File: src/common/riskyPkg.sv
// shared widths, enums and stage bundles; xlen is fixed at 32 and the core has no data memory.
package riskyPkg;

  localparam int xlen = 32;
  localparam int imemDepth = 256;
  localparam int imemAddrW = 8;
  // sysclk cycles per uart bit.
  localparam int clocksPerBit = 8;

  typedef enum logic [2:0] {
    add,
    sub,
    andOp,
    orOp,
    xorOp,
    slt,
    passB
  } aluOpE;

  typedef enum logic [2:0] {
    aluReg,
    aluImm,
    lui,
    branchEq,
    branchNe,
    jal,
    store,
    illegal
  } instrKindE;

  typedef enum logic [1:0] {
    regFile,
    fromMem,
    fromWb
  } fwdSelE;

  typedef struct packed {
    logic            valid;
    logic [xlen-1:0] pc;
    logic [xlen-1:0] instr;
  } fetchOutT;

  typedef struct packed {
    logic            valid;
    logic [xlen-1:0] pc;
    instrKindE       kind;
    aluOpE           aluOp;
    logic [4:0]      rs1;
    logic [4:0]      rs2;
    logic [4:0]      rd;
    logic [xlen-1:0] rs1Value;
    logic [xlen-1:0] rs2Value;
    logic [xlen-1:0] imm;
    logic            writesRd;
  } decodeOutT;

  typedef struct packed {
    logic            valid;
    instrKindE       kind;
    logic [4:0]      rd;
    logic            writesRd;
    logic [xlen-1:0] result;
    logic [xlen-1:0] storeData;
  } executeOutT;

  typedef struct packed {
    logic            valid;
    logic [4:0]      rd;
    logic [xlen-1:0] value;
  } writebackT;

  typedef struct packed {
    logic            taken;
    logic [xlen-1:0] target;
  } redirectT;

endpackage

File: src/core/memoryAccessStage.sv
// store-to-uart stage; every sw sends rs2[7:0] regardless of address and stalls while busy.
`timescale 1ns/1ps

module memoryAccessStage (
  input  logic                 sysclk,
  input  logic                 rstN,
  input  riskyPkg::executeOutT executeIn,
  input  logic                 busy,
  output riskyPkg::executeOutT memFwd,
  output riskyPkg::writebackT  wb,
  output logic                 txWrite,
  output logic [7:0]           txByte,
  output logic                 uartStall
);

  logic isStore;

  assign isStore = executeIn.valid && (executeIn.kind == riskyPkg::store);

  // the store waits here until the transmitter frees up.
  assign uartStall = isStore && busy;
  assign txWrite = isStore && !busy;
  assign txByte = executeIn.storeData[7:0];

  assign memFwd = executeIn;

  always_ff @(posedge sysclk) begin
    if (!rstN) begin
      wb.valid <= 1'b0;
    end else begin
      // bubble into writeback during a uart stall.
      wb.valid <= executeIn.valid && executeIn.writesRd && !uartStall;
      wb.rd <= executeIn.rd;
      wb.value <= executeIn.result;
    end
  end

endmodule

File: config.mk
export PLATFORM = sky130hd
export DESIGN_NAME = memoryAccessStage
export DESIGN_NICKNAME = d
export VERILOG_FILES = /design/src/common/riskyPkg.sv /design/src/core/memoryAccessStage.sv
export SDC_FILE = /design/constraint.sdc
export NUM_CORES = 1
export LEC_CHECK = 0
export BUFFER_PORTS_ARGS = -buffer_cell sky130_fd_sc_hd__buf_2
export CORE_MARGIN = 10
export CORE_UTILIZATION = 34
export DETAILED_ROUTE_END_ITERATION = 8
export GPL_ROUTABILITY_DRIVEN = 1
export PLACE_DENSITY_LB_ADDON = 0.08
export SLEW_MARGIN = 10
export SYNTH_ARGS = -nofsm -noshare
export SYNTH_HDL_FRONTEND = slang
export SYNTH_SLANG_ARGS = --single-unit
File: constraint.sdc
create_clock -name sysclk -period 0.8 [get_ports sysclk]
set_input_delay 0.04 -clock sysclk [delete_from_list [all_inputs] [get_ports sysclk]]
set_output_delay 0.04 -clock sysclk [all_outputs]
set_load 0.01 [all_outputs]
==> results.yml <==
critical_path:
  cp-end-kind: "primary output"
  cpPeakStageDelay_ns: 0.39
  worstSetupStartpointType: "flip-flop"
  path_class: "flip-flop to primary output"
  cp.required_ns: 0.76
  worst-path-buf-inv: 1
  cp_top_family: "flip-flops"
  crit_slowest_cell: "edfxtp_1"
  critical_path_peak_fanout: 1
  arrival_ns: 0.82
  path_cells: "buf_2"
yosys:
  syn_inst: 125
  syn-num-nets: 202
  mappedNetlistArea_um2: 1790
  yosysWarnings: 0
  synth-seq-area-share: 0.632
  ys_types: 8
  synth.avg_cell_area_um2: 14.3
  synth-seq-cells: 38
outcome:
  outcome: "complete, but fails checks"
  violations: "negative setup slack"
drt:
  drt_iter0_drc: 37
  drc: 0
  ant_nets: 0
  totalWireLength_um: 4590
  vias_per_cell: 4.10
  num_vias: 1184
  dr.pass1.iters: 4
  wl_per_cell_um: 15.9
timing:
  fmax_ghz: 1.16
  rsz0062_at_grt: "true"
  relSlewSlack: 0.881
  worst_slew_pin_slew_ns: 0.178
  fin_crit_sh: 1.08
  hold_viol_final: 0
  min_period_ns: 0.863
  setup_viol: 37
  hold-worst-slack_ns: 0.0167
  fin_ws_ns: -0.0633
  final_max_slew_viol_count: 0
place:
  gp_congestion: 0.665
  portBuffers: 126
  post-dp-hpwl_um: 3830
  pre_cts_ws_ns: 0.0872
grt:
  met1_usage: 0.0814
  grt_busiest_layer: "met2"
  antenna_found_initial: 0
  grt_pass1_vias: 1362
  grtUsageMet2: 0.185
  grt_max_degree: 26
  gr-total-overflow: 0
  grt_pass1_wl_um: 7020
  gr-usage-met3: 0.0646
  grt.total_usage: 0.104
clocking:
  cts.sinks: 38
  cts_max_path_buffers: 2
  root_buffer: "clkbuf_8"
  clk_pin_slew_worst_paths_ns: 0.07
  htree_levels: 2
  cts_tree: "done"
  cts_buffers: 5
finish:
  layout.nets: 295
  largest_reg_flops: 38
  num_antenna_cells: 0
  layout_common_cells: "125 x buf_2, 40 x dlygate4sd3_1, 37 x edfxtp_1"
  area_growth_pct: 37.5
  drive_above_1_share: 0.626
  final_common_cell: "buf_2"
  multi_input_area_um2: 43.8
  top_register: "wb"
  top_regs: "wb (38)"
  regArea_um2: 1130
  num-fill-cells: 485
  utilization: 0.482
hold_path:
  hp-start: "executeIn[73]"
  min_path_cells: 3
  hold_class: "input pin to flip-flop"
  hold_end: "wb[37]"
floorplanning:
  die_w_um: 92.6
  die_h_um: 92.6
  rows: 26
  io-pin-count: 199
  start_util: 0.351
  design.die.area_um2: 8570
  coreArea_um2: 5110
pwr:
  cellPowerDensity_nw_per_um2: 2040
  ir_drop_uv: 753
  leakagePower_nw: 1.14
run:
  maxCapViolCount: 0
[worst max-delay path by stage]
stage | end | cells past startpoint | from | slack [ns]
finish | wb[31] | 1 | wb[31] | -0.06
CTS | wb[31] | 1 | wb[31] | -0.10
global route | wb[31] | 1 | wb[31] | -0.12
global placement | wb[5] | 2 | rstN | 0.11
floorplan | uartStall | 2 | executeIn[72] | 0.36
detailed placement | wb[37] | 4 | rstN | 0.09
[metal layers]
layer  vias to the layer above  part of all wire
met5                         -                 0
met4                         0             0.043
met3                        38              0.17
met2                        99              0.51
met1                       519              0.28
li1                        528                 -
[report_power, final]
part           internal, mW  total [mW]  switching [mW]
logic                 0.397       0.764           0.367
registers              2.35        2.38          0.0310
clock network          1.23        1.87           0.640
total                  3.98        5.02            1.04
[per-stage QoR]
| stage | TNS, ns | cell area (um^2) | total power [mW] | std cells |
|---|---|---|---|---|
| 2_1_floorplan | 0 | 1790 | 2.96 | 125 |
| 3_3_place_gp | 0 | 1920 | 3.06 | 241 |
| 3_5_place_dp | 0 | 1920 | 3.07 | 241 |
| 4_1_cts | -1.72 | 2440 | 5.11 | 288 |
| 5_1_grt | -2.42 | 2460 | 5.23 | 289 |
| 6_report | -1.00 | 2460 | 5.02 | 289 |
[cell families (layout without fill, tap and decap cells)]
family | count (synthesis) | after routing | synth area share
compound gates | 1 | 1 | 0.00350
flops | 38 | 38 | 0.632
buf+inv | 82 | 176 | 0.344
simple gates | 4 | 4 | 0.0210
[final cells by class]
class / count / area share
Clock inverter: 3 / 0.0259
Multi-Input combinational cell: 5 / 0.0178
Tap cell: 70 / 0.0356
Clock buffer: 5 / 0.0280
Sequential cell: 38 / 0.460
Timing Repair Buffer: 168 / 0.433
[Yosys cell counts]
master | count | area share
buf_4 | 82 | 0.34
edfxtp_1 | 37 | 0.62
a31oi_1 | 1 | 0.0035
and4_1 | 1 | 0.0049
and4b_1 | 1 | 0.0056
dfxtp_1 | 1 | 0.011
nand3_1 | 1 | 0.0028
nor2b_4 | 1 | 0.0077
[what timing repair did]
| action | in CTS | in global routing |
|---|---|---|
| setup buffers | 0 | 0 |
| endpoints found under the setup margin | 37 | 38 |
| endpoints found under the hold margin | 38 | 1 |
| hold buffers | 39 | 1 |
| gates resized for setup | 0 | 2 |
No activity file was read; power rests on OpenSTA's default activity.
