<file path="config.mk">
export PLATFORM = sky130hd
export DESIGN_NAME = hazardController
export DESIGN_NICKNAME = d
export VERILOG_FILES = /design/src/common/riskyPkg.sv /design/src/hw/hazardController.sv
export SDC_FILE = /design/constraint.sdc
export NUM_CORES = 1
export LEC_CHECK = 0
export ABC_AREA = 1
export BUFFER_PORTS_ARGS = -buffer_cell sky130_fd_sc_hd__buf_2
export CORE_AREA = 4 4 115 117
export DETAILED_ROUTE_END_ITERATION = 8
export DIE_AREA = 0 0 119 121
export SYNTH_ARGS = -nofsm -noshare
export SYNTH_HDL_FRONTEND = slang
export SYNTH_SLANG_ARGS = --single-unit
export TNS_END_PERCENT = 50
</file>
<file path="constraint.sdc">
create_clock -name vclk -period 1.2
set_clock_uncertainty 0.1 [all_clocks]
set_input_delay 0 -clock vclk [all_inputs]
set_output_delay 0 -clock vclk [all_outputs]
set_load 0.005 [all_outputs]
</file>
<file path="src/common/riskyPkg.sv">
// shared widths, enums and stage bundles; xlen is fixed at 32 and the core has no data memory.
package riskyPkg;

  localparam int xlen = 32;
  localparam int imemDepth = 256;
  localparam int imemAddrW = 8;
  // sysclk cycles per uart bit.
  localparam int clocksPerBit = 8;

  typedef enum logic [2:0] {
    add,
    sub,
    andOp,
    orOp,
    xorOp,
    slt,
    passB
  } aluOpE;

  typedef enum logic [2:0] {
    aluReg,
    aluImm,
    lui,
    branchEq,
    branchNe,
    jal,
    store,
    illegal
  } instrKindE;

  typedef enum logic [1:0] {
    regFile,
    fromMem,
    fromWb
  } fwdSelE;

  typedef struct packed {
    logic            valid;
    logic [xlen-1:0] pc;
    logic [xlen-1:0] instr;
  } fetchOutT;

  typedef struct packed {
    logic            valid;
    logic [xlen-1:0] pc;
    instrKindE       kind;
    aluOpE           aluOp;
    logic [4:0]      rs1;
    logic [4:0]      rs2;
    logic [4:0]      rd;
    logic [xlen-1:0] rs1Value;
    logic [xlen-1:0] rs2Value;
    logic [xlen-1:0] imm;
    logic            writesRd;
  } decodeOutT;

  typedef struct packed {
    logic            valid;
    instrKindE       kind;
    logic [4:0]      rd;
    logic            writesRd;
    logic [xlen-1:0] result;
    logic [xlen-1:0] storeData;
  } executeOutT;

  typedef struct packed {
    logic            valid;
    logic [4:0]      rd;
    logic [xlen-1:0] value;
  } writebackT;

  typedef struct packed {
    logic            taken;
    logic [xlen-1:0] target;
  } redirectT;

endpackage

</file>
<file path="src/hw/hazardController.sv">
// combinational stall, flush and forwarding control; there are no load-use stalls in this core.
`timescale 1ns/1ps

module hazardController (
  input  riskyPkg::decodeOutT  decodeOut,
  input  riskyPkg::executeOutT memFwd,
  input  riskyPkg::writebackT  wb,
  input  riskyPkg::redirectT   redirect,
  input  logic                 uartStall,
  output riskyPkg::fwdSelE     fwdSelA,
  output riskyPkg::fwdSelE     fwdSelB,
  output logic                 stall,
  output logic                 flush
);

  // memory stage wins over writeback, x0 never forwards.
  function automatic riskyPkg::fwdSelE pickSource(
    input logic [4:0]           rs,
    input riskyPkg::executeOutT mem,
    input riskyPkg::writebackT  wbIn
  );
    if (rs == 5'd0) begin
      return riskyPkg::regFile;
    end else if (mem.valid && mem.writesRd && mem.rd == rs) begin
      return riskyPkg::fromMem;
    end else if (wbIn.valid && wbIn.rd == rs) begin
      return riskyPkg::fromWb;
    end
    return riskyPkg::regFile;
  endfunction

  assign fwdSelA = pickSource(decodeOut.rs1, memFwd, wb);
  assign fwdSelB = pickSource(decodeOut.rs2, memFwd, wb);

  assign stall = uartStall;
  // a held branch is redirected once the stall lifts.
  assign flush = redirect.taken && !uartStall;

endmodule

</file>
==> flow_summary_export.csv <==
group,metric,value,unit
timing,hold_violations,0,
detailed_routing,wl_per_cell,7.379,um
global_route,grt.overflow.total,0,
placed_design,dp_hpwl,2205,um
layout,regArea,0,um^2
clock_network,cts_resized,0,
floorplanning,num_io_pins,303,
detailed_routing,drt-initial-drc-count,22,
timing,max_slew_margin,89.40,%
synthesis,synthTopCellsByCount,"nand2_1 (59), inv_1 (19), nor2_1 (15), inv_2 (6), nand3_1 (4)",
timing,rsz0062_at_grt,"no",
synthesis,yosysMostFrequentCell,"nand2_1",
synthesis,synth.distinct_cells,10,
run_status,status,"finished, final reports clean",
detailed_routing,wl,2317,um
synthesis,ys_warn_count,0,
layout,area_growth,79.89,%
timing,fin_setup_tns,0,ns
synthesis,ys_seq_area_share,0,%
timing,tightest_slew,0.1581,ns
power_and_ir_drop,p_leak,0.0004536,uW
global_route,antenna_found_initial,2,
synthesis,synth_top_area_cell,"nand2_1",
detailed_routing,first_pass_iters,4,
detailed_routing,antenna_left,0,
power_and_ir_drop,finalPower,179.5,uW
worst_hold_path,hold_start,"uartStall",
detailed_routing,drc_errors,0,
worst_setup_path,critPathLaunchType,"primary input",
global_route,grtUsageTotal,3.276,%
worst_setup_path,worst-path-max-fanout,3,
floorplanning,coreArea,12360,um^2
synthesis,synth_top_area_share,48.76,%
worst_hold_path,holdCritPathClass,"in -> out",
synthesis,avgSynthCellArea,4.055,um^2
timing,final.min_clock_period,0.8710,ns
timing,final-setup-viol-count,0,
synthesis,syn_area,454.2,um^2
flow_run,drv_cap,0,
global_route,grt_pass1_wl,3629,um
placed_design,gp_congestion,0.7833,
detailed_routing,vias_per_cell,2.124,
floorplanning,row_count,41,
clock_network,cts_hold_buf,0,
worst_hold_path,hold_path_depth,2,
layout,n_antenna_cell,0,
timing,max_freq,1.148,GHz
power_and_ir_drop,peakVddDrop,0.00002947,V
worst_setup_path,path_class,"in -> out",
layout,design.seq.count,0,
worst_setup_path,cp-end-kind,"output port",
power_and_ir_drop,cellPowerDensity,219.7,nW/um^2
layout,drive_gt1_share,28.87,%
clock_network,postCtsSetupBuffers,0,
synthesis,synthCells,112,
floorplanning,die_y,121,um
worst_hold_path,holdPathEnd,"stall",
floorplanning,die_w,119,um
synthesis,synth_area_leaders,"nand2_1 (49%), inv_1 (16%), nor2_1 (12%)",
global_route,grt_max_degree,5,
global_route,grt_pass1_vias,691,
layout,fin_nets,441,
timing,finalCritPeriodShare,72.58,%
timing,holdWs,0.08388,ns
placed_design,io_buffers,31,
floorplanning,die-area,14400,um^2
timing,slew_violations,0,
detailed_routing,dr_total_vias,667,
layout,clock_buffers,0,
layout,fin_util,6.609,%
worst_setup_path,arrival,0.77,ns
worst_setup_path,cp_data_required_time,1.10,ns
synthesis,syn_nets,409,
floorplanning,initial_core_util,3.674,%
## cell usage in the layout (no fill, tap or decap)
| cell | Yosys | layout |
|---|---|---|
| nor2_1 | 15 | 15 |
| buf_2 | 0 | 31 |
| nor2_2 | 2 | 2 |
| nor3_2 | 2 | 2 |
| nand2_1 | 59 | 59 |
| inv_1 | 19 | 19 |
| nand3_1 | 4 | 4 |
| a21oi_1 | 2 | 2 |
| inv_2 | 6 | 6 |
| nand4_1 | 2 | 2 |
## final cells by class
class                      instances  area [um^2]
fill                            1496        11550
inverter                          25        93.84
multi-input combinational         86        352.8
tap                              172        215.2
timing repair buffer              31        155.1
## logic make-up (layout without fill, tap and decap cells)
group	after synthesis	count (layout)	synth area share [%]
and+or+nand+nor	84	84	75.48
buffers and inverters	26	56	22.31
AOI/OAI and AO/OA	2	2	2.204
## report_power, final
group          leakage [uW]  switching (uW)  internal, uW
Clock                     0               0             0
Sequential                0               0             0
Combinational      0.000454             106          73.2
Total              0.000454             106          73.2
## worst max-delay path: stages
cell     delay [ns]
buf_2          0.11
inv_1          0.08
nand2_1        0.06
nand2_1        0.05
nand2_1        0.06
nor2_2         0.10
nand2_1        0.05
nor2_1         0.12
buf_2          0.13
## metrics by stage
step           cell area (um^2)  setup slack [ns]  cells
2_1_floorplan             454.2            0.6479    112
3_3_place_gp              817.0            0.2611    314
3_5_place_dp              817.0            0.2746    314
4_1_cts                   817.0            0.2666    314
5_1_grt                   817.0            0.1255    314
6_report                  817.0            0.3290    314
## metal layers
metal	share of wire, %	routed length, um	track usage [%]	vias up
met2	40	935	5.157	18
met5	0.91	21	0	-
met1	50	1159	4.553	257
li1	-	-	-	384
met4	0.43	10	0	4
met3	8.2	191	1.212	4
## worst max path at each step
stage | from | endpoint | slack [ns] | depth (start not counted)
floorplan | decodeOut[102] | fwdSelB[1] | 0.65 | 7
global placement | decodeOut[111] | fwdSelA[1] | 0.26 | 9
detailed placement | decodeOut[104] | fwdSelB[1] | 0.27 | 9
CTS | decodeOut[104] | fwdSelB[1] | 0.27 | 9
global route | decodeOut[102] | fwdSelB[1] | 0.13 | 9
finish | decodeOut[104] | fwdSelB[1] | 0.33 | 9
(Power assumes the default switching activity.)
