==> config.mk <==
export PLATFORM = sky130hd
export DESIGN_NAME = uartTx
export DESIGN_NICKNAME = d
export VERILOG_FILES = /design/src/common/riskyPkg.sv /design/src/uart/uartTx.sv
export SDC_FILE = /design/constraint.sdc
export NUM_CORES = 1
export LEC_CHECK = 0
export CORE_MARGIN = 3
export CORE_UTILIZATION = 60
export DETAILED_ROUTE_END_ITERATION = 8
export DONT_BUFFER_PORTS = 1
export PLACE_DENSITY = 0.8
export SLEW_MARGIN = 20
export SYNTH_ARGS = -nofsm -noshare
export SYNTH_HDL_FRONTEND = slang
export SYNTH_SLANG_ARGS = --single-unit
==> constraint.sdc <==
create_clock -name sysclk -period 2.2 [get_ports sysclk]
set_input_delay 0.22 -clock sysclk [delete_from_list [all_inputs] [get_ports sysclk]]
set_output_delay 0.22 -clock sysclk [all_outputs]
set_load 0.02 [all_outputs]
==> src/common/riskyPkg.sv <==
// shared widths, enums and stage bundles; xlen is fixed at 32 and the core has no data memory.
package riskyPkg;

  localparam int xlen = 32;
  localparam int imemDepth = 256;
  localparam int imemAddrW = 8;
  // sysclk cycles per uart bit.
  localparam int clocksPerBit = 8;

  typedef enum logic [2:0] {
    add,
    sub,
    andOp,
    orOp,
    xorOp,
    slt,
    passB
  } aluOpE;

  typedef enum logic [2:0] {
    aluReg,
    aluImm,
    lui,
    branchEq,
    branchNe,
    jal,
    store,
    illegal
  } instrKindE;

  typedef enum logic [1:0] {
    regFile,
    fromMem,
    fromWb
  } fwdSelE;

  typedef struct packed {
    logic            valid;
    logic [xlen-1:0] pc;
    logic [xlen-1:0] instr;
  } fetchOutT;

  typedef struct packed {
    logic            valid;
    logic [xlen-1:0] pc;
    instrKindE       kind;
    aluOpE           aluOp;
    logic [4:0]      rs1;
    logic [4:0]      rs2;
    logic [4:0]      rd;
    logic [xlen-1:0] rs1Value;
    logic [xlen-1:0] rs2Value;
    logic [xlen-1:0] imm;
    logic            writesRd;
  } decodeOutT;

  typedef struct packed {
    logic            valid;
    instrKindE       kind;
    logic [4:0]      rd;
    logic            writesRd;
    logic [xlen-1:0] result;
    logic [xlen-1:0] storeData;
  } executeOutT;

  typedef struct packed {
    logic            valid;
    logic [4:0]      rd;
    logic [xlen-1:0] value;
  } writebackT;

  typedef struct packed {
    logic            taken;
    logic [xlen-1:0] target;
  } redirectT;

endpackage

==> src/uart/uartTx.sv <==
// 8N1 transmitter, clocksPerBit sysclk cycles per bit; write is ignored while busy is high.
`timescale 1ns/1ps

module uartTx (
  input  logic       sysclk,
  input  logic       rstN,
  input  logic       write,
  input  logic [7:0] data,
  output logic       busy,
  output logic       tx
);

  logic [9:0]                                 shifter;
  logic [3:0]                                 bitsLeft;
  logic [$clog2(riskyPkg::clocksPerBit)-1:0]  tickCount;

  // line idles high since the shifter fills with ones.
  assign tx = shifter[0];

  always_ff @(posedge sysclk) begin
    if (!rstN) begin
      shifter <= '1;
      busy <= 1'b0;
      bitsLeft <= '0;
      tickCount <= '0;
    end else if (!busy) begin
      if (write) begin
        // stop, data lsb first, start.
        shifter <= {1'b1, data, 1'b0};
        busy <= 1'b1;
        bitsLeft <= 4'd10;
        tickCount <= '0;
      end
    end else if (int'(tickCount) == riskyPkg::clocksPerBit - 1) begin
      tickCount <= '0;
      shifter <= {1'b1, shifter[9:1]};
      bitsLeft <= bitsLeft - 4'd1;
      if (bitsLeft == 4'd1) begin
        busy <= 1'b0;
      end
    end else begin
      tickCount <= tickCount + 1'b1;
    end
  end

endmodule
==> flow_metrics.py <==
metrics = {
    "synthesis": {
        "yosysTopAreaCell": "dfxtp_1",
        "synthTopCellsByArea": "dfxtp_1 (42%), a211oi_1 (7.5%), nor2_1 (6.5%), ha_1 (6.2%), nor2b_1 (6.2%)",
        "yosys_warnings": 0,
        "ys_seq_area_share_pct": 42.30,
        "ys.flop_type": "dfxtp_1",
        "netlist_top_cells_count": "dfxtp_1 (17), nor2_1 (14), a211oi_1 (8), nor2b_1 (8), o21ai_1 (8)",
        "netlist.area_leader.share_pct": 42.30,
        "synth_most_common_cell": "dfxtp_1",
        "avgSynthCellArea_um2": 8.841,
        "synth_edf_count": 0,
        "syn_nets": 106,
        "synth_area_um2": 804.5,
        "yosys_register_bits": 17,
        "synthCells": 91,
        "async_flop_share_pct": 0,
        "post_synth_num_cell_types": 24,
    },
    "floorplanning": {
        "design.die.area_um2": 1816,
        "dieHeight_um": 42.62,
        "die_w_um": 42.62,
        "core_um2": 1186,
        "start_util_pct": 67.83,
        "io_pins": 13,
        "rows": 12,
    },
    "detailed_routing": {
        "drt_wl_total_um": 1448,
        "drt_first_pass_iters": 3,
        "ant_nets": 0,
        "vias": 619,
        "drt_iter0_markers": 6,
        "viasPerCell": 5.840,
        "drt-met1-wl_um": 773,
        "highest_layer": "met4",
        "wl_met2_um": 615,
        "drc": 0,
        "wl_met3_um": 44,
        "avgRoutedWirePerCell_um": 13.66,
    },
    "finish": {
        "diodes": 0,
        "area_growth_pct": 3.266,
        "fillers": 99,
        "layout.nets": 108,
        "seq_area_um2": 340.3,
        "multi_input_area_um2": 417.9,
        "drive_above_1_share_pct": 6.522,
    },
    "cts": {
        "clk_latency_ps": 280,
        "post-cts-setup-buffers": 0,
        "clock_path_buffers": 2,
        "cts_made_buffers": 3,
        "clkTransAtPathRegs_ps": 100,
        "cts_max_level": 1,
        "cts.sinks": 17,
        "cts-root-buf": "clkbuf_4",
        "cts_tree": "yes",
    },
    "run_status": {
        "status": "finished, final reports clean",
    },
    "global_routing": {
        "gr-total-overflow": 0,
        "antenna_found_initial": 0,
        "grt_max_degree": 25,
        "grt.total_usage_pct": 17.22,
        "grt_pass1_vias": 580,
        "grt_pass1_wl_um": 2435,
    },
    "flow_run": {
        "drv_cap": 0,
    },
    "power_and_ir_drop": {
        "peakVddDrop_mv": 0.4057,
        "finalPower_uw": 565.8,
        "powerDensity_nw_per_um2": 681.0,
        "p_leak_nw": 0.3100,
    },
    "sta": {
        "tns_ps": 0,
        "finClkSkew_ps": 7.157,
        "finalHoldViolCount": 0,
        "worst_pin_slew_ps": 576.5,
        "slew_violations": 0,
        "rsz0062_at_grt": "false",
        "period_needed_ps": 1684,
        "relSlewSlack_pct": 60.81,
        "setup_viol": 0,
        "fin_crit_sh_pct": 76.55,
        "timing.fmax_mhz": 593.8,
    },
    "worst_setup_path": {
        "cp_common_cell": "ha_1",
        "r2r_start": "tickCount[0]",
        "cp_max_fo": 10,
        "cp.arrival_ps": 1910,
        "reg2reg_slack_ps": 520,
        "crit_path_cell_trace": "ha_1 -> ha_1 -> mux2i_2 -> o21ai_1 -> a21oi_1",
        "critPathMaxStageDelay_ps": 520,
        "reg2reg_to": "bitsLeft[2]",
        "cp.buffers_inverters": 0,
        "start_kind": "flip-flop",
        "required_ps": 2420,
        "cp_slowest_cell": "mux2i_2",
        "crit_family": "multiplexers",
        "critPathKind": "reg -> reg",
        "end_kind": "flip-flop",
        "r2r_cells": 5,
    },
    "min_path": {
        "holdPathEnd": "shifter[8]",
        "hold_path.class": "in -> reg",
        "min-delay-start": "rstN",
        "holdPathStages": 1,
    },
    "place": {
        "portBuffers": 0,
        "gp_congestion": 0.6906,
        "place_hpwl_um": 974.1,
    },
}
[worst max-delay path by stage]
stage,from,endpoint,depth (start not counted)
finish,tickCount[0],bitsLeft[2],5
global route,tickCount[0],bitsLeft[3],5
CTS,tickCount[0],bitsLeft[2],5
detailed placement,tickCount[0],bitsLeft[2],5
global placement,tickCount[0],bitsLeft[2],5
floorplan,tickCount[0],bitsLeft[2],6
[cells by family after synthesis]
group / share of synthesized area, %
and+or+nand+nor: 24.88
AOI/OAI and AO/OA: 17.26
DFF: 42.30
buffers and inverters: 5.752
adders and majority gates: 6.221
muxes: 3.576
[cell type report]
type	instances	area share, %
Clock buffer	4	3.163
Multi-Input combinational cell	66	50.30
Sequential cell	17	40.96
Timing Repair Buffer	2	2.108
Inverter	3	1.355
Tap cell	14	2.108
[flip-flops by register name, indices dropped and copies added (netlist names)]
name	cells
tickCount	3
busy	1
shifter	9
bitsLeft	4
[where the power goes]
group	internal (mW)	total [mW]	switching (mW)
clock	0.0703	0.162	0.0913
sequential	0.325	0.340	0.0156
combinational	0.0280	0.0637	0.0358
total	0.423	0.566	0.143
[cells in the final DEF, fill, tap and decap left out, drive strengths merged]
cell and count:
a211oi 8, nor4b 1, inv 3, and3 1
nand2 1, mux2 1, buf 1, ha 4
o21ai 9, a311oi 1, a21oi 5, nor4 1
clkbuf 4, mux2i 1, nand4b 2, nor2b 8
nor2 14, nor3b 4, nor3 3, nand3 2
dlygate4sd3 1, dfxtp 17
[stage by stage]
stage	std cells	util, %	hold slack [ps]	setup slack [ps]	area [um^2]
6_report	106	70.04	5.633	515.9	830.8
2_1_floorplan	91	-	390.3	751.0	804.5
5_1_grt	106	70.04	3.269	307.7	830.8
3_3_place_gp	101	66.98	299.1	643.3	794.5
4_1_cts	105	69.20	1.697	533.9	820.8
3_5_place_dp	101	66.98	300.9	550.2	794.5
[what timing repair did]
action                                 4_1_cts  5_1_grt
hold buffers                                 0        1
endpoints found under the hold margin        0        5
gates resized for setup                      0        0
[metal layers]
layer / track usage [%] / vias up
met5: 0 / -
met1: 22.34 / 283
met3: 4.721 / 2
li1: - / 327
met2: 25.53 / 7
met4: 9.317 / 0
(Power assumes the default switching activity.)
