===== src/common/riskyPkg.sv =====
// shared widths, enums and stage bundles; xlen is fixed at 32 and the core has no data memory.
package riskyPkg;

  localparam int xlen = 32;
  localparam int imemDepth = 256;
  localparam int imemAddrW = 8;
  // sysclk cycles per uart bit.
  localparam int clocksPerBit = 8;

  typedef enum logic [2:0] {
    add,
    sub,
    andOp,
    orOp,
    xorOp,
    slt,
    passB
  } aluOpE;

  typedef enum logic [2:0] {
    aluReg,
    aluImm,
    lui,
    branchEq,
    branchNe,
    jal,
    store,
    illegal
  } instrKindE;

  typedef enum logic [1:0] {
    regFile,
    fromMem,
    fromWb
  } fwdSelE;

  typedef struct packed {
    logic            valid;
    logic [xlen-1:0] pc;
    logic [xlen-1:0] instr;
  } fetchOutT;

  typedef struct packed {
    logic            valid;
    logic [xlen-1:0] pc;
    instrKindE       kind;
    aluOpE           aluOp;
    logic [4:0]      rs1;
    logic [4:0]      rs2;
    logic [4:0]      rd;
    logic [xlen-1:0] rs1Value;
    logic [xlen-1:0] rs2Value;
    logic [xlen-1:0] imm;
    logic            writesRd;
  } decodeOutT;

  typedef struct packed {
    logic            valid;
    instrKindE       kind;
    logic [4:0]      rd;
    logic            writesRd;
    logic [xlen-1:0] result;
    logic [xlen-1:0] storeData;
  } executeOutT;

  typedef struct packed {
    logic            valid;
    logic [4:0]      rd;
    logic [xlen-1:0] value;
  } writebackT;

  typedef struct packed {
    logic            taken;
    logic [xlen-1:0] target;
  } redirectT;

endpackage


===== src/core/registerFile.sv =====
// 32 x xlen registers, cleared by reset; x0 reads zero and a same-cycle write is seen by reads.
`timescale 1ns/1ps

module registerFile (
  input  logic                      sysclk,
  input  logic                      rstN,
  input  logic [4:0]                rs1Addr,
  input  logic [4:0]                rs2Addr,
  output logic [riskyPkg::xlen-1:0] rs1Data,
  output logic [riskyPkg::xlen-1:0] rs2Data,
  input  riskyPkg::writebackT       wb
);

  logic [riskyPkg::xlen-1:0] regs [32];

  function automatic logic [riskyPkg::xlen-1:0] readPort(
    input logic [4:0]                addr,
    input logic [riskyPkg::xlen-1:0] stored,
    input riskyPkg::writebackT       wbIn
  );
    if (addr == 5'd0) begin
      return '0;
    end else if (wbIn.valid && wbIn.rd == addr) begin
      return wbIn.value;
    end
    return stored;
  endfunction

  assign rs1Data = readPort(rs1Addr, regs[rs1Addr], wb);
  assign rs2Data = readPort(rs2Addr, regs[rs2Addr], wb);

  always_ff @(posedge sysclk) begin
    if (!rstN) begin
      for (int i = 0; i < 32; i++) begin
        regs[i] <= '0;
      end
    end else if (wb.valid && wb.rd != 5'd0) begin
      regs[wb.rd] <= wb.value;
    end
  end

endmodule


===== config.mk =====
export PLATFORM = sky130hd
export DESIGN_NAME = registerFile
export DESIGN_NICKNAME = d
export VERILOG_FILES = /design/src/common/riskyPkg.sv /design/src/core/registerFile.sv
export SDC_FILE = /design/constraint.sdc
export NUM_CORES = 2
export LEC_CHECK = 0
export BUFFER_PORTS_ARGS = -buffer_cell sky130_fd_sc_hd__buf_4
export CORE_UTILIZATION = 45
export CTS_BUF_LIST = sky130_fd_sc_hd__clkbuf_4 sky130_fd_sc_hd__clkbuf_8
export CTS_CLUSTER_DIAMETER = 60
export DETAILED_ROUTE_END_ITERATION = 8
export MAX_ROUTING_LAYER = met4
export PLACE_DENSITY_LB_ADDON = 0.25
export SKIP_CTS_REPAIR_TIMING = 1
export SYNTH_ARGS = -nofsm -noshare
export SYNTH_HDL_FRONTEND = slang
export SYNTH_SLANG_ARGS = --single-unit

===== constraint.sdc =====
create_clock -name sysclk -period 5.6 [get_ports sysclk]
set_clock_uncertainty 0.15 [all_clocks]
set_input_delay 1.68 -clock sysclk [delete_from_list [all_inputs] [get_ports sysclk]]
set_output_delay 1.68 -clock sysclk [all_outputs]
set_load 0.005 [all_outputs]

==> run_results.csv <==
group,metric,value,unit
run_status,outcome,"finished with violations",
run_status,violations,"setup timing",
logic_synthesis,yosys.area.top_type,"edfxtp_1",
detailed_routing,antenna_left,0,
logic_synthesis,synthCells,3729,
clock_tree,path_clk_slew,0.07,ns
timing,fmaxAchievable,176,MHz
timing,rsz0062_at_grt,"yes",
clock_tree,cts_tree,"built",
clock_tree,htreeDepth,4,
logic_synthesis,synth_xor_xnor_area_share,0.157,%
die,core,122000,um^2
clock_tree,clockRootBuffer,"clkbuf_8",
cells_and_area,syn_to_final_growth,17.6,%
die,row_count,128,
logic_synthesis,synthMuxAreaShare,23.5,%
timing,max_slew.worst_pin.slew,1.32,ns
cells_and_area,largest_registers,"regs: 1024 flops",
timing,fin_hold_ws,1.21,ns
timing,hold_viol_final,0,
logic_synthesis,synth-seq-cells,1024,
cells_and_area,top_register,"regs",
detailed_routing,viasPerCell,6.43,
logic_synthesis,syn_avg_cell_area,14.9,um^2
cells_and_area,drive_gt1_share,33.3,%
logic_synthesis,synthFlopType,"edfxtp_1",
critical_path,startpoint,"rs1Addr[0]",
logic_synthesis,synth_top_cell_area_share,55.3,%
global_routing,antenna_found_initial,19,
die,die_h,354,um
global_routing,grt_max_degree,53,
timing,fin_tns_setup,-0.291,ns
power,swShare,26.6,%
logic_synthesis,async_flop_share,0,%
place,place_ws,-0.616,ns
critical_path,cp-start-kind,"primary input",
detailed_routing,wl,197,mm
logic_synthesis,synth_area,55700,um^2
timing,layout_min_cycle_time,5.67,ns
logic_synthesis,synth_compound_area_share,4.70,%
power,totalPowerFinal,18.3,mW
logic_synthesis,synth.yosys.seq_area_share,55.3,%
timing,setup_violations,9,
logic_synthesis,synth_top_family_by_area,"multiplexers",
cells_and_area,fin_util,53.5,%
power,power.density,279,nW/um^2
critical_path,endpoint,"rs1Data[21]",
global_routing,grt_remaining_overflow,0,
die,die_area,125000,um^2
detailed_routing,first_pass_iters,8,
min_path,hold_path.class,"in -> reg",
critical_path,crit_fanout,6,
place,gp_congestion,0.929,
logic_synthesis,synthTopCellsByArea,"edfxtp_1 55%, mux4_2 17%, and2_1 11%, mux2i_1 3.8%, clkbuf_1 1.9%",
critical_path,worstPathArrival,3.84,ns
die,io_pins,114,
logic_synthesis,synth.distinct_cells,57,
detailed_routing,via_count,37300,
clock_tree,cts_buffers,170,
power,p_sw,4.87,mW
die,start_util,45.5,%
clock_tree,clock-sinks,1024,
timing,maxSlewViolCount,0,
power,clockPowerShare,35.0,%
cells_and_area,largest_reg_flops,1024,
power,p_seq_share,49.7,%
clock_tree,clockBufferDepth,3,
place,io_buffers,113,
critical_path,critPathRequiredTime,3.77,ns
logic_synthesis,yosysWarnings,0,
timing,setup_ws,-0.0728,ns
logic_synthesis,synth_simple_gate_area_share,12.9,%
run,maxCapViolCount,0,
global_routing,grt_pass1_vias,36700,
power,pwr-share-comb,15.3,%
logic_synthesis,synth_edf_count,1024,
power,ir_drop,0.224,mV
power,power.leakage,23.4,nW
detailed_routing,wire_per_inst,33.9,um
logic_synthesis,synth_fa_ha_area_share,0,%
critical_path,endpoint_kind,"output pin",
place,place_hpwl,116,mm
global_routing,grt_first_pass_wirelength,272,mm
detailed_routing,drt_iter0_markers,5265,
timing,max-slew-margin-rel,11.8,%
cells_and_area,nets,4089,
power,p_int,13.4,mW
critical_path,path_class,"in -> out",
timing,fin_crit_sh,101,%
global_routing,track_usage,31.7,%
detailed_routing,drc_errors,0,
die,die_w,354,um
synth_stat cells (4+ instances only):
cell and n:
a31oi_1 17, mux2_2 40, o21bai_1 5, nor2b_1 18, nor3_1 5, a221o_1 39, a211o_1 18, nand3_1 15
nand3b_1 6, o21ai_0 58, o22ai_1 24, mux4_2 428, a211oi_1 31, buf_4 16, a221o_2 6, xnor2_1 6
mux2i_1 212, and2_1 1010, buf_2 54, mux4_1 32, nor2_1 51, clkbuf_8 7, clkbuf_1 288, a221oi_1 33
a21oi_1 42, buf_8 4, a22oi_1 38, edfxtp_1 1024, xor2_1 4, buf_1 14, o211ai_1 42, nand2_1 77
inv_1 18, buf_6 20
power by group through the flow:
stage | clock network [mW] | logic [mW] | registers (mW)
3_5_place_dp | 0 | 2.59 | 9.23
5_1_grt | 6.74 | 2.87 | 9.12
4_1_cts | 6.46 | 2.60 | 9.07
2_1_floorplan | 0 | 1.47 | 9.16
3_3_place_gp | 0 | 2.58 | 9.21
6_report | 6.40 | 2.79 | 9.09
layout by cell type, fill, tap and decap left out, types with 24 or more instances in the layout:
cell / count
a22oi_1: 27
mux4_2: 433
buf_4: 381
a21oi_1: 35
mux2_2: 40
mux2i_1: 208
a221o_1: 37
buf_12: 77
and2_1: 1008
nand2_1: 68
o211ai_1: 42
mux4_1: 27
o21ai_4: 33
edfxtp_1: 1024
buf_6: 24
conb_1: 32
clkinv_1: 45
nor2_4: 32
a221oi_1: 29
o21ai_0: 25
clkbuf_4: 45
clkbuf_8: 176
cell type report:
type	instances	area, um^2
well taps	1625	2030
multi-input cells	2312	24000
inverters	19	73.8
clock buffers	221	2760
diodes	14	35.0
fillers	9903	56800
flip-flops and latches	1024	30700
repair buffers	512	5400
clock inverters	74	385
critical path: stages:
cell and delay (ns):
buf_16 0.17, buf_16 0.18, buf_6 0.12, mux4_2 0.48, mux4_2 0.54, nor2b_4 0.15
a221o_1 0.33, buf_4 0.16
through the flow:
step | instances | cell area (um^2)
final | 5801 | 65400
after CTS | 5724 | 64100
after detailed placement | 5429 | 60900
after global routing | 5798 | 65400
after floorplan | 3760 | 55800
after global placement | 5429 | 60900
cell families after synthesis:
kind of cell,after synthesis
simple gates,1196
flops,1024
buf+inv,424
mux,712
xor+xnor,10
compound gates,362
other cells,1
worst min-delay path by stage:
stage                     startpoint           end  slack, ns  cells past startpoint
after floorplan               wb[31]   regs[1][31]       1.73                      1
after global placement        wb[30]  regs[27][30]       2.09                      2
after detailed placement      wb[30]  regs[13][30]       2.09                      2
after CTS                     wb[30]  regs[13][30]       1.14                      2
after global routing           wb[0]   regs[13][0]       1.19                      2
final                          wb[8]   regs[21][8]       1.21                      2
routing by layer:
metal	GRT usage, %	up-vias	share of wire (%)
met1	41.4	19200	38
met3	8.43	488	12
met4	14.1	0	4.6
li1	-	15000	-
met5	-	-	0
met2	46.5	2653	45
Note: power is estimated with default switching activity, not from simulation.
