--- config.mk ---
export PLATFORM = sky130hd
export DESIGN_NAME = decodeStage
export DESIGN_NICKNAME = d
export VERILOG_FILES = /design/src/common/riskyPkg.sv /design/src/core/decodeStage.sv
export SDC_FILE = /design/constraint.sdc
export NUM_CORES = 1
export LEC_CHECK = 0
export BUFFER_PORTS_ARGS = -buffer_cell sky130_fd_sc_hd__buf_4
export CORE_MARGIN = 2
export CORE_UTILIZATION = 40
export DETAILED_ROUTE_END_ITERATION = 8
export MAX_ROUTING_LAYER = met4
export PLACE_DENSITY = 0.72
export SKIP_CTS_REPAIR_TIMING = 1
export SLEW_MARGIN = 20
export SYNTH_ARGS = -nofsm -noshare
export SYNTH_HDL_FRONTEND = slang
export SYNTH_SLANG_ARGS = --single-unit
export TNS_END_PERCENT = 50
--- constraint.sdc ---
create_clock -name sysclk -period 5.2 [get_ports sysclk]
set_input_delay 1.04 -clock sysclk [delete_from_list [all_inputs] [get_ports sysclk]]
set_output_delay 1.04 -clock sysclk [all_outputs]
set_load 0.02 [all_outputs]
--- src/common/riskyPkg.sv ---
// shared widths, enums and stage bundles; xlen is fixed at 32 and the core has no data memory.
package riskyPkg;

  localparam int xlen = 32;
  localparam int imemDepth = 256;
  localparam int imemAddrW = 8;
  // sysclk cycles per uart bit.
  localparam int clocksPerBit = 8;

  typedef enum logic [2:0] {
    add,
    sub,
    andOp,
    orOp,
    xorOp,
    slt,
    passB
  } aluOpE;

  typedef enum logic [2:0] {
    aluReg,
    aluImm,
    lui,
    branchEq,
    branchNe,
    jal,
    store,
    illegal
  } instrKindE;

  typedef enum logic [1:0] {
    regFile,
    fromMem,
    fromWb
  } fwdSelE;

  typedef struct packed {
    logic            valid;
    logic [xlen-1:0] pc;
    logic [xlen-1:0] instr;
  } fetchOutT;

  typedef struct packed {
    logic            valid;
    logic [xlen-1:0] pc;
    instrKindE       kind;
    aluOpE           aluOp;
    logic [4:0]      rs1;
    logic [4:0]      rs2;
    logic [4:0]      rd;
    logic [xlen-1:0] rs1Value;
    logic [xlen-1:0] rs2Value;
    logic [xlen-1:0] imm;
    logic            writesRd;
  } decodeOutT;

  typedef struct packed {
    logic            valid;
    instrKindE       kind;
    logic [4:0]      rd;
    logic            writesRd;
    logic [xlen-1:0] result;
    logic [xlen-1:0] storeData;
  } executeOutT;

  typedef struct packed {
    logic            valid;
    logic [4:0]      rd;
    logic [xlen-1:0] value;
  } writebackT;

  typedef struct packed {
    logic            taken;
    logic [xlen-1:0] target;
  } redirectT;

endpackage

--- src/core/decodeStage.sv ---
// rv32i subset decoder; anything outside the subset decodes to illegal and runs as a no-op.
`timescale 1ns/1ps

module decodeStage (
  input  logic                      sysclk,
  input  logic                      rstN,
  input  logic                      stall,
  input  logic                      flush,
  input  riskyPkg::fetchOutT        fetchIn,
  output logic [4:0]                rs1Addr,
  output logic [4:0]                rs2Addr,
  input  logic [riskyPkg::xlen-1:0] rs1Data,
  input  logic [riskyPkg::xlen-1:0] rs2Data,
  output riskyPkg::decodeOutT       decodeOut
);

  typedef enum logic [6:0] {
    opReg    = 7'b0110011,
    opImm    = 7'b0010011,
    opLui    = 7'b0110111,
    opBranch = 7'b1100011,
    opJal    = 7'b1101111,
    opStore  = 7'b0100011
  } opcodeE;

  logic [riskyPkg::xlen-1:0] instr;
  opcodeE                    opcode;
  logic [2:0]                funct3;
  logic [6:0]                funct7;
  riskyPkg::decodeOutT       decoded;

  assign instr = fetchIn.instr;
  assign opcode = opcodeE'(instr[6:0]);
  assign funct3 = instr[14:12];
  assign funct7 = instr[31:25];

  // while stalled, re-read the operands of the held instruction so that a
  // writeback retiring during the stall is not lost.
  assign rs1Addr = stall ? decodeOut.rs1 : instr[19:15];
  assign rs2Addr = stall ? decodeOut.rs2 : instr[24:20];

  always_comb begin
    decoded.valid = fetchIn.valid && !flush;
    decoded.pc = fetchIn.pc;
    decoded.rs1 = instr[19:15];
    decoded.rs2 = instr[24:20];
    decoded.rd = instr[11:7];
    decoded.rs1Value = rs1Data;
    decoded.rs2Value = rs2Data;
    decoded.kind = riskyPkg::illegal;
    decoded.aluOp = riskyPkg::add;
    decoded.imm = '0;
    case (opcode)
      opReg: begin
        decoded.kind = riskyPkg::aluReg;
        case ({funct7, funct3})
          10'b0000000_000: decoded.aluOp = riskyPkg::add;
          10'b0100000_000: decoded.aluOp = riskyPkg::sub;
          10'b0000000_111: decoded.aluOp = riskyPkg::andOp;
          10'b0000000_110: decoded.aluOp = riskyPkg::orOp;
          10'b0000000_100: decoded.aluOp = riskyPkg::xorOp;
          10'b0000000_010: decoded.aluOp = riskyPkg::slt;
          default: decoded.kind = riskyPkg::illegal;
        endcase
      end
      opImm: begin
        decoded.kind = (funct3 == 3'b000) ? riskyPkg::aluImm : riskyPkg::illegal;
        decoded.imm = {{20{instr[31]}}, instr[31:20]};
      end
      opLui: begin
        decoded.kind = riskyPkg::lui;
        decoded.aluOp = riskyPkg::passB;
        decoded.imm = {instr[31:12], 12'b0};
      end
      opBranch: begin
        if (funct3 == 3'b000) begin
          decoded.kind = riskyPkg::branchEq;
        end else if (funct3 == 3'b001) begin
          decoded.kind = riskyPkg::branchNe;
        end
        decoded.imm = {{19{instr[31]}}, instr[31], instr[7], instr[30:25], instr[11:8], 1'b0};
      end
      opJal: begin
        decoded.kind = riskyPkg::jal;
        decoded.imm = {{11{instr[31]}}, instr[31], instr[19:12], instr[20], instr[30:21], 1'b0};
      end
      opStore: begin
        decoded.kind = (funct3 == 3'b010) ? riskyPkg::store : riskyPkg::illegal;
        decoded.imm = {{20{instr[31]}}, instr[31:25], instr[11:7]};
      end
      default: decoded.kind = riskyPkg::illegal;
    endcase
    decoded.writesRd = decoded.kind inside {riskyPkg::aluReg, riskyPkg::aluImm, riskyPkg::lui,
                                            riskyPkg::jal};
  end

  always_ff @(posedge sysclk) begin
    if (!rstN) begin
      decodeOut.valid <= 1'b0;
    end else if (stall) begin
      decodeOut.rs1Value <= rs1Data;
      decodeOut.rs2Value <= rs2Data;
    end else begin
      decodeOut <= decoded;
    end
  end

endmodule

==> impl_results.md, run 1 <==
* Syn Area/Cell at 19.9 µm²
* Total Wirelength at 14,600 µm
* Simple-Gate Fraction of Synth Area at 5.92%
* GPL Wtd Cong at 0.864
* CTS max path bufs at 2
* CTS root buf: clkbuf_16
* Share of post-route cells with drive strength above 1 at 58.0%
* Yosys warning total at 0
* FF+latch count, synth at 151
* Diode count at 0
* Reg clk slew, reported paths at 60 ps
* Most flops, register: decodeOut
* Setup TNS Final at 0 ps
* Via-to-Cell Ratio at 4.84
* Worst hold-check path type: reg -> reg
* Starting Density at 40.7%
* Async set-or-reset flop fraction in the synthesized netlist at 0%
* Post-route ant nets at 0
* Final core utilization at 63.5%
* Crit path max-delay family: buffers and inverters
* Critical Path Fanout Max at 69
* First-pass DRT Iterations at 4
* Worst VDD drop at 189 µV
* Cell Pwr Density at 372 nW/µm²
* Final setup viols at 0
* Endpoint class of the critical path: flop
* First-pass GRT wire length at 20,800 µm
* Synth Cell Area at 5350 µm²
* Max reg flops at 151
* CTS tree: yes
* Core Rows at 42
* Post-synth EDFFs at 150
* Vias in the first global route at 3,599
* LEAKAGE at 3.54 nW
* Most used DFF post-synth: edfxtp_1
* Synth Area in XOR/XNOR at 0.164%
* DP HPWL at 11,100 µm
* Vias at 3,697
* Setup CP Type: in -> reg
* Post-route DRC at 0
* Synth Instances at 269
* Fill cell count at 999
* Regs by FF count: decodeOut (151)
* Max-cap violations at 0
* Syn nets at 402
* Tcrit/Tclk final at 58.9%
* Arr. time, crit path at 3090 ps
* DR WL/cell at 19.1 µm
* Initial antenna violation count at 0
* Adder-Cell Fraction of Synth Area at 0%
* Cell chain of the critical path: buf_4 -> nor2b_4 -> buf_4
* Gr ovfl total at 0
* Hold Violations, Final at 0
* Ports at 294
* Total CTS buffers at 17
* DRT iter0 DRCs at 262
* Worst slew pin tran at 1020 ps
* Status: complete, no violations
* CP peak stage delay at 770 ps
* Placed cells at 732
* Register area share after synthesis at 84.5%
* Compound-Gate Fraction of Synth Area at 6.13%
* Number of port buffers at 293
* Die height at 120 µm
* Slew margin rel. at 31.7%
* Die Area at 14,300 µm²
* Clk_lat worst skew at 410 ps
* Total track usage at 20.6%
* Core area at 13,100 µm²
* Count of cell types in the netlist at 41
* CP dominant cell by count: buf_4
* CP Launch Type: input port
* Fmax at 326 MHz
* H-tree levels at 4
* Largest net degree at the start of global routing at 70
* Max-slew violations at 0
* Req. time, crit path at 5230 ps
* Fin Clk Skew at 0 ps
* Synthesis-to-layout area growth at 56.0%
* Die W at 120 µm
* Crit-path slowest cell: buf_4
* Bufs and invs on worst path at 2
* Fin cells at 764
* RSZ-0062 raised after global routing: false
* Largest family of logic cells by synthesized area: compound AO/OA/AOI/OAI gates
* Mux cell area share after synthesis at 2.08%
* Final min period at 3060 ps
* Final net count at 708
* Clock sink count at 151
[worst reg2reg max path, cell delays in order, from the launching register on]
cell,delay [ps]
dfxtp_1,310
a21oi_1,120
nor2b_1,60
[Yosys cell counts, types with 2 or more instances]
cell        n  area [µm²]
a22o_1      4        35.0
buf_2       2        10.0
inv_1       2        7.51
and2_1      8        50.1
a21o_1     20         150
edfxtp_1  150        4500
o211ai_1    2        15.0
nor2_1      6        22.5
nand2b_1    2        12.5
nor2b_1     2        12.5
nor3_1      4        20.0
nand3_1     5        25.0
nand3b_1    3        22.5
buf_6       3        33.8
mux2_2      9         101
o21ai_0     7        35.0
nor2b_4     3        41.3
nand2_1    11        41.3
o21a_1      3        22.5
a21oi_1     2        10.0
[placed cells by master, fill, tap and decap left out, types with 2 or more instances in the layout]
cell type / instances
nand2b_1: 2
nor2b_4: 4
clkinv_4: 2
o211ai_1: 2
edfxtp_1: 150
clkinv_1: 2
nor2_1: 6
o21ai_0: 7
buf_4: 294
clkbuf_16: 17
and2_1: 8
a22o_1: 4
nand2_1: 11
clkinv_2: 5
nand3b_1: 3
mux2_2: 9
a21o_1: 20
bufinv_16: 4
inv_1: 2
a21oi_1: 2
nor3_1: 3
o21a_1: 3
nand3_1: 5
[metrics by stage]
step	worst slack, ps	area, µm²	hold WS, ps	total power [W]
after floorplan	1240	5350	587	0.00164
after global placement	1760	7740	528	0.00188
after detailed placement	1680	7740	512	0.00188
after CTS	2110	8350	530	0.00313
after global routing	1940	8350	572	0.00321
final	2140	8350	527	0.00311
[final timing paths]
kind | slack, ps | start | depth (start not counted) | end
worst max-delay path | 2140 | rstN | 3 | decodeOut[111]
worst min-delay path | 530 | decodeOut[150] | 2 | decodeOut[150]
worst max register to register | 4600 | decodeOut[150] | 2 | decodeOut[150]
worst min register to register | 530 | decodeOut[150] | 2 | decodeOut[150]
[metal layers]
layer / vias up / part of all wire, % / track usage (%)
met5: - / 0 / -
met4: 0 / 3.3 / 10.4
met3: 33 / 8.2 / 6.61
met2: 205 / 52 / 34.3
met1: 1785 / 36 / 22.1
li1: 1674 / - / -
[power by group]
part | internal [W] | total [W] | switching [W]
Sequential | 0.00143 | 0.00146 | 0.0000267
Clock | 0.000799 | 0.00125 | 0.000451
Combinational | 0.000183 | 0.000398 | 0.000215
[area by class of cell]
class | count | area, µm² | share of cell area [%]
inverters | 2 | 7.51 | 0.0899
clock buffers | 18 | 429 | 5.14
multi-input cells | 109 | 777 | 9.31
flip-flops and latches | 151 | 4520 | 54.2
clock inverters | 14 | 181 | 2.17
well taps | 176 | 220 | 2.64
repair buffers | 294 | 2210 | 26.4
[kinds of logic after synthesis]
family	count (synthesis)
simple gates	53
mux	10
compound gates	45
xor+xnor	1
flops	151
buf+inv	9
Note: power is estimated with default switching activity, not from simulation.
==> run 2: changes to the inputs <==
--- a/config.mk
+++ b/config.mk
@@ -5,12 +5,13 @@
 export SDC_FILE = /design/constraint.sdc
 export NUM_CORES = 1
 export LEC_CHECK = 0
+export ABC_AREA = 1
 export BUFFER_PORTS_ARGS = -buffer_cell sky130_fd_sc_hd__buf_4
 export CORE_MARGIN = 2
-export CORE_UTILIZATION = 40
+export CORE_UTILIZATION = 45
 export DETAILED_ROUTE_END_ITERATION = 8
 export MAX_ROUTING_LAYER = met4
-export PLACE_DENSITY = 0.72
+export PLACE_DENSITY = 0.76
 export SKIP_CTS_REPAIR_TIMING = 1
 export SLEW_MARGIN = 20
 export SYNTH_ARGS = -nofsm -noshare
==> constraint.sdc (replaced) <==
create_clock -name sysclk -period 2.87 [get_ports sysclk]
set_input_delay 0.574 -clock sysclk [delete_from_list [all_inputs] [get_ports sysclk]]
set_output_delay 0.574 -clock sysclk [all_outputs]
set_load 0.02 [all_outputs]
==> impl_results.md, run 2 <==
* R2R Setup Slk at 2310 ps (was 4600 ps)
* Core area at 11,900 µm² (was 13,100 µm²)
* Starting Density at 45.9% (was 40.7%)
* Most used DFF post-synth: edfxtp_1 (unchanged)
* Multi-input logic area at 756 µm² (was 777 µm²)
* Final net count at 786 (was 708)
* Design Area, Final at 8460 µm² (was 8350 µm²)
* Vias in the first global route at 4,023 (was 3,599)
* Die W at 114 µm (was 120 µm)
* Commonest cells in the netlist: edfxtp_1, nand2_1, inv_1 (was edfxtp_1, a21o_1, nand2_1)
* Diode count at 0 (unchanged)
* Regs by FF count: decodeOut (151) (unchanged)
* DP HPWL at 11,600 µm (was 11,100 µm)
* Worst R2R Path Depth at 2 (unchanged)
* Async set-or-reset flop fraction in the synthesized netlist at 0% (unchanged)
* Placed cells at 781 (was 732)
* DRT iter0 DRCs at 336 (was 262)
* DR WL/cell at 19.1 µm (about the same)
* Hold Violations, Final at 0 (unchanged)
* Commonest cells after routing, fill and taps aside: buf_4, edfxtp_1, nand2_1 (was buf_4, edfxtp_1, a21o_1)
* Register area share after synthesis at 82.8% (was 84.5%)
* Initial antenna violation count at 0 (unchanged)
* Max reg flops at 151 (unchanged)
* First-pass DRT Iterations at 5 (was 4)
* Clk_lat worst skew at 400 ps (was 410 ps)
* Reg clk slew, reported paths at 60 ps (about the same)
* Setup TNS Final at 0 ps (unchanged)
* GPL Wtd Cong at 0.881 (was 0.864)
* Synth Instances at 342 (was 269)
* Worst hold-check path type: in -> reg (was reg -> reg)
* First-pass GRT wire length at 22,300 µm (was 20,800 µm)
* Setup CP Type: in -> out (was in -> reg)
* Cell taking the most area after synthesis: edfxtp_1 (unchanged)
* Die height at 114 µm (was 120 µm)
* Clock sink count at 151 (unchanged)
* Total CTS buffers at 17 (unchanged)
* CP Launch Type: input port (unchanged)
* Post-route ant nets at 0 (unchanged)
* Worst slew pin tran at 816 ps (was 1020 ps)
* Post-synth EDFFs at 150 (unchanged)
* Number of port buffers at 293 (unchanged)
* Req. time, crit path at 2300 ps (was 5230 ps)
* Worst VDD drop at 346 µV (was 189 µV)
* Synth Cell Area at 5460 µm² (was 5350 µm²)
* Total Wirelength at 15,500 µm (was 14,600 µm)
* Endpoint class of the critical path: output pin (was flop)
* Total track usage at 24.3% (was 20.6%)
* Post-DP Area at 7860 µm² (was 7740 µm²)
* Hold_ws at 330 ps (was 527 ps)
* Die Area at 13,000 µm² (was 14,300 µm²)
* CTS max path bufs at 2 (unchanged)
* RSZ-0062 raised after global routing: false (unchanged)
* Synth top area cells: edfxtp_1, nand2_1, o21ai_0 (was edfxtp_1, a21o_1, mux2_2)
* Most flops, register: decodeOut (unchanged)
* CTS tree: yes (unchanged)
* Post-route DRC at 0 (unchanged)
* H-tree levels at 4 (unchanged)
* Commonest non-fill, non-tap cell in the layout: buf_4 (unchanged)
* Most instantiated library cell after synthesis: edfxtp_1 (unchanged)
* Yosys warning total at 0 (unchanged)
* Reg area at 4520 µm² (unchanged)
* Tcrit/Tclk final at 61.4%
* Via-to-Cell Ratio at 4.90 (was 4.84)
* Fill cell count at 829 (was 999)
* Max-cap violations at 0 (unchanged)
* Cell Pwr Density at 668 nW/µm² (was 372 nW/µm²)
* Largest net degree at the start of global routing at 66 (was 70)
* Slew margin rel. at 45.6% (was 31.7%)
* RR Endpoint: decodeOut[150] (unchanged)
* Synth top area share at 82.5% (was 84.2%)
* Syn Area/Cell at 16.0 µm² (was 19.9 µm²)
* Count of cell types in the netlist at 30 (was 41)
* Worst r2r src: decodeOut[150] (unchanged)
* LEAKAGE at 3.68 nW (was 3.54 nW)
* FF+latch count, synth at 151 (unchanged)
* Fin cells at 812 (was 764)
* Crit path from: stall (was rstN)
* Gr ovfl total at 0 (unchanged)
* Fin Clk Skew at 0 ps (unchanged)
* Syn nets at 475 (was 402)
* Critical Path Fanout Max at 22 (was 69)
* Ports at 294 (unchanged)
* Share of post-route cells with drive strength above 1 at 53.8% (was 58.0%)
* Max-slew violations at 0 (unchanged)
* CTS root buf: clkbuf_16 (unchanged)
* CP endpoint: rs2Addr[4] (was decodeOut[111])
* Synthesis-to-layout area growth at 54.9% (was 56.0%)
* Status: complete, no violations (unchanged)
* Final min period at 1760 ps
* Fmax at 568 MHz
* Vias at 3,976 (was 3,697)
* Arr. time, crit path at 1190 ps (was 3090 ps)
* Final setup viols at 0 (unchanged)
* Core Rows at 40 (was 42)
## run 2: kinds of logic after synthesis
family | Yosys count | synth area share, %
buffers and inverters | 45 | 3.48
DFF | 151 | 82.8
and+or+nand+nor | 107 | 9.57
AOI/OAI and AO/OA | 39 | 4.12
## run 2: layout make-up
class	instances	area share [%]
Tap cell	147	2.17
Clock buffer	19	5.11
Multi-Input combinational cell	146	8.93
Clock inverter	12	2.08
Timing Repair Buffer	296	26.4
Inverter	41	1.85
Sequential cell	151	53.5
## run 2: metrics by stage
step,worst slack (ps),total power [W],utilization [%]
6_report,1110,0.00566,71.1
3_5_place_dp,809,0.00340,65.9
4_1_cts,1100,0.00570,71.1
2_1_floorplan,563,0.00296,-
3_3_place_gp,844,0.00339,65.9
5_1_grt,1040,0.00583,71.1
## run 2: worst min-delay path by stage
stage                   startpoint             end  depth (start not counted)
floorplan           decodeOut[150]  decodeOut[150]                          2
CTS                    rs1Data[31]   decodeOut[96]                          1
global placement    decodeOut[150]  decodeOut[150]                          2
detailed placement  decodeOut[150]  decodeOut[150]                          2
global route           fetchIn[53]  decodeOut[139]                          1
finish                 rs1Data[31]   decodeOut[96]                          1
## run 2: per-layer routing
| metal | wire length, µm | vias to the layer above | GRT usage [%] | share of wire [%] |
|---|---|---|---|---|
| met5 | 0 | - | - | 0 |
| met4 | 648 | 0 | 14.8 | 4.2 |
| met3 | 1200 | 42 | 7.25 | 7.8 |
| met2 | 8260 | 199 | 40.6 | 53 |
| met1 | 5390 | 1900 | 25.3 | 35 |
| li1 | - | 1835 | - | - |
## run 2: critical path: stages
cell	delay, ps
buf_4	190
o21ai_0	240
buf_4	190
## run 2: report_power, final
part	switching [W]	internal [W]
sequential	0.0000491	0.00259
clock	0.000846	0.00145
combinational	0.000397	0.000322
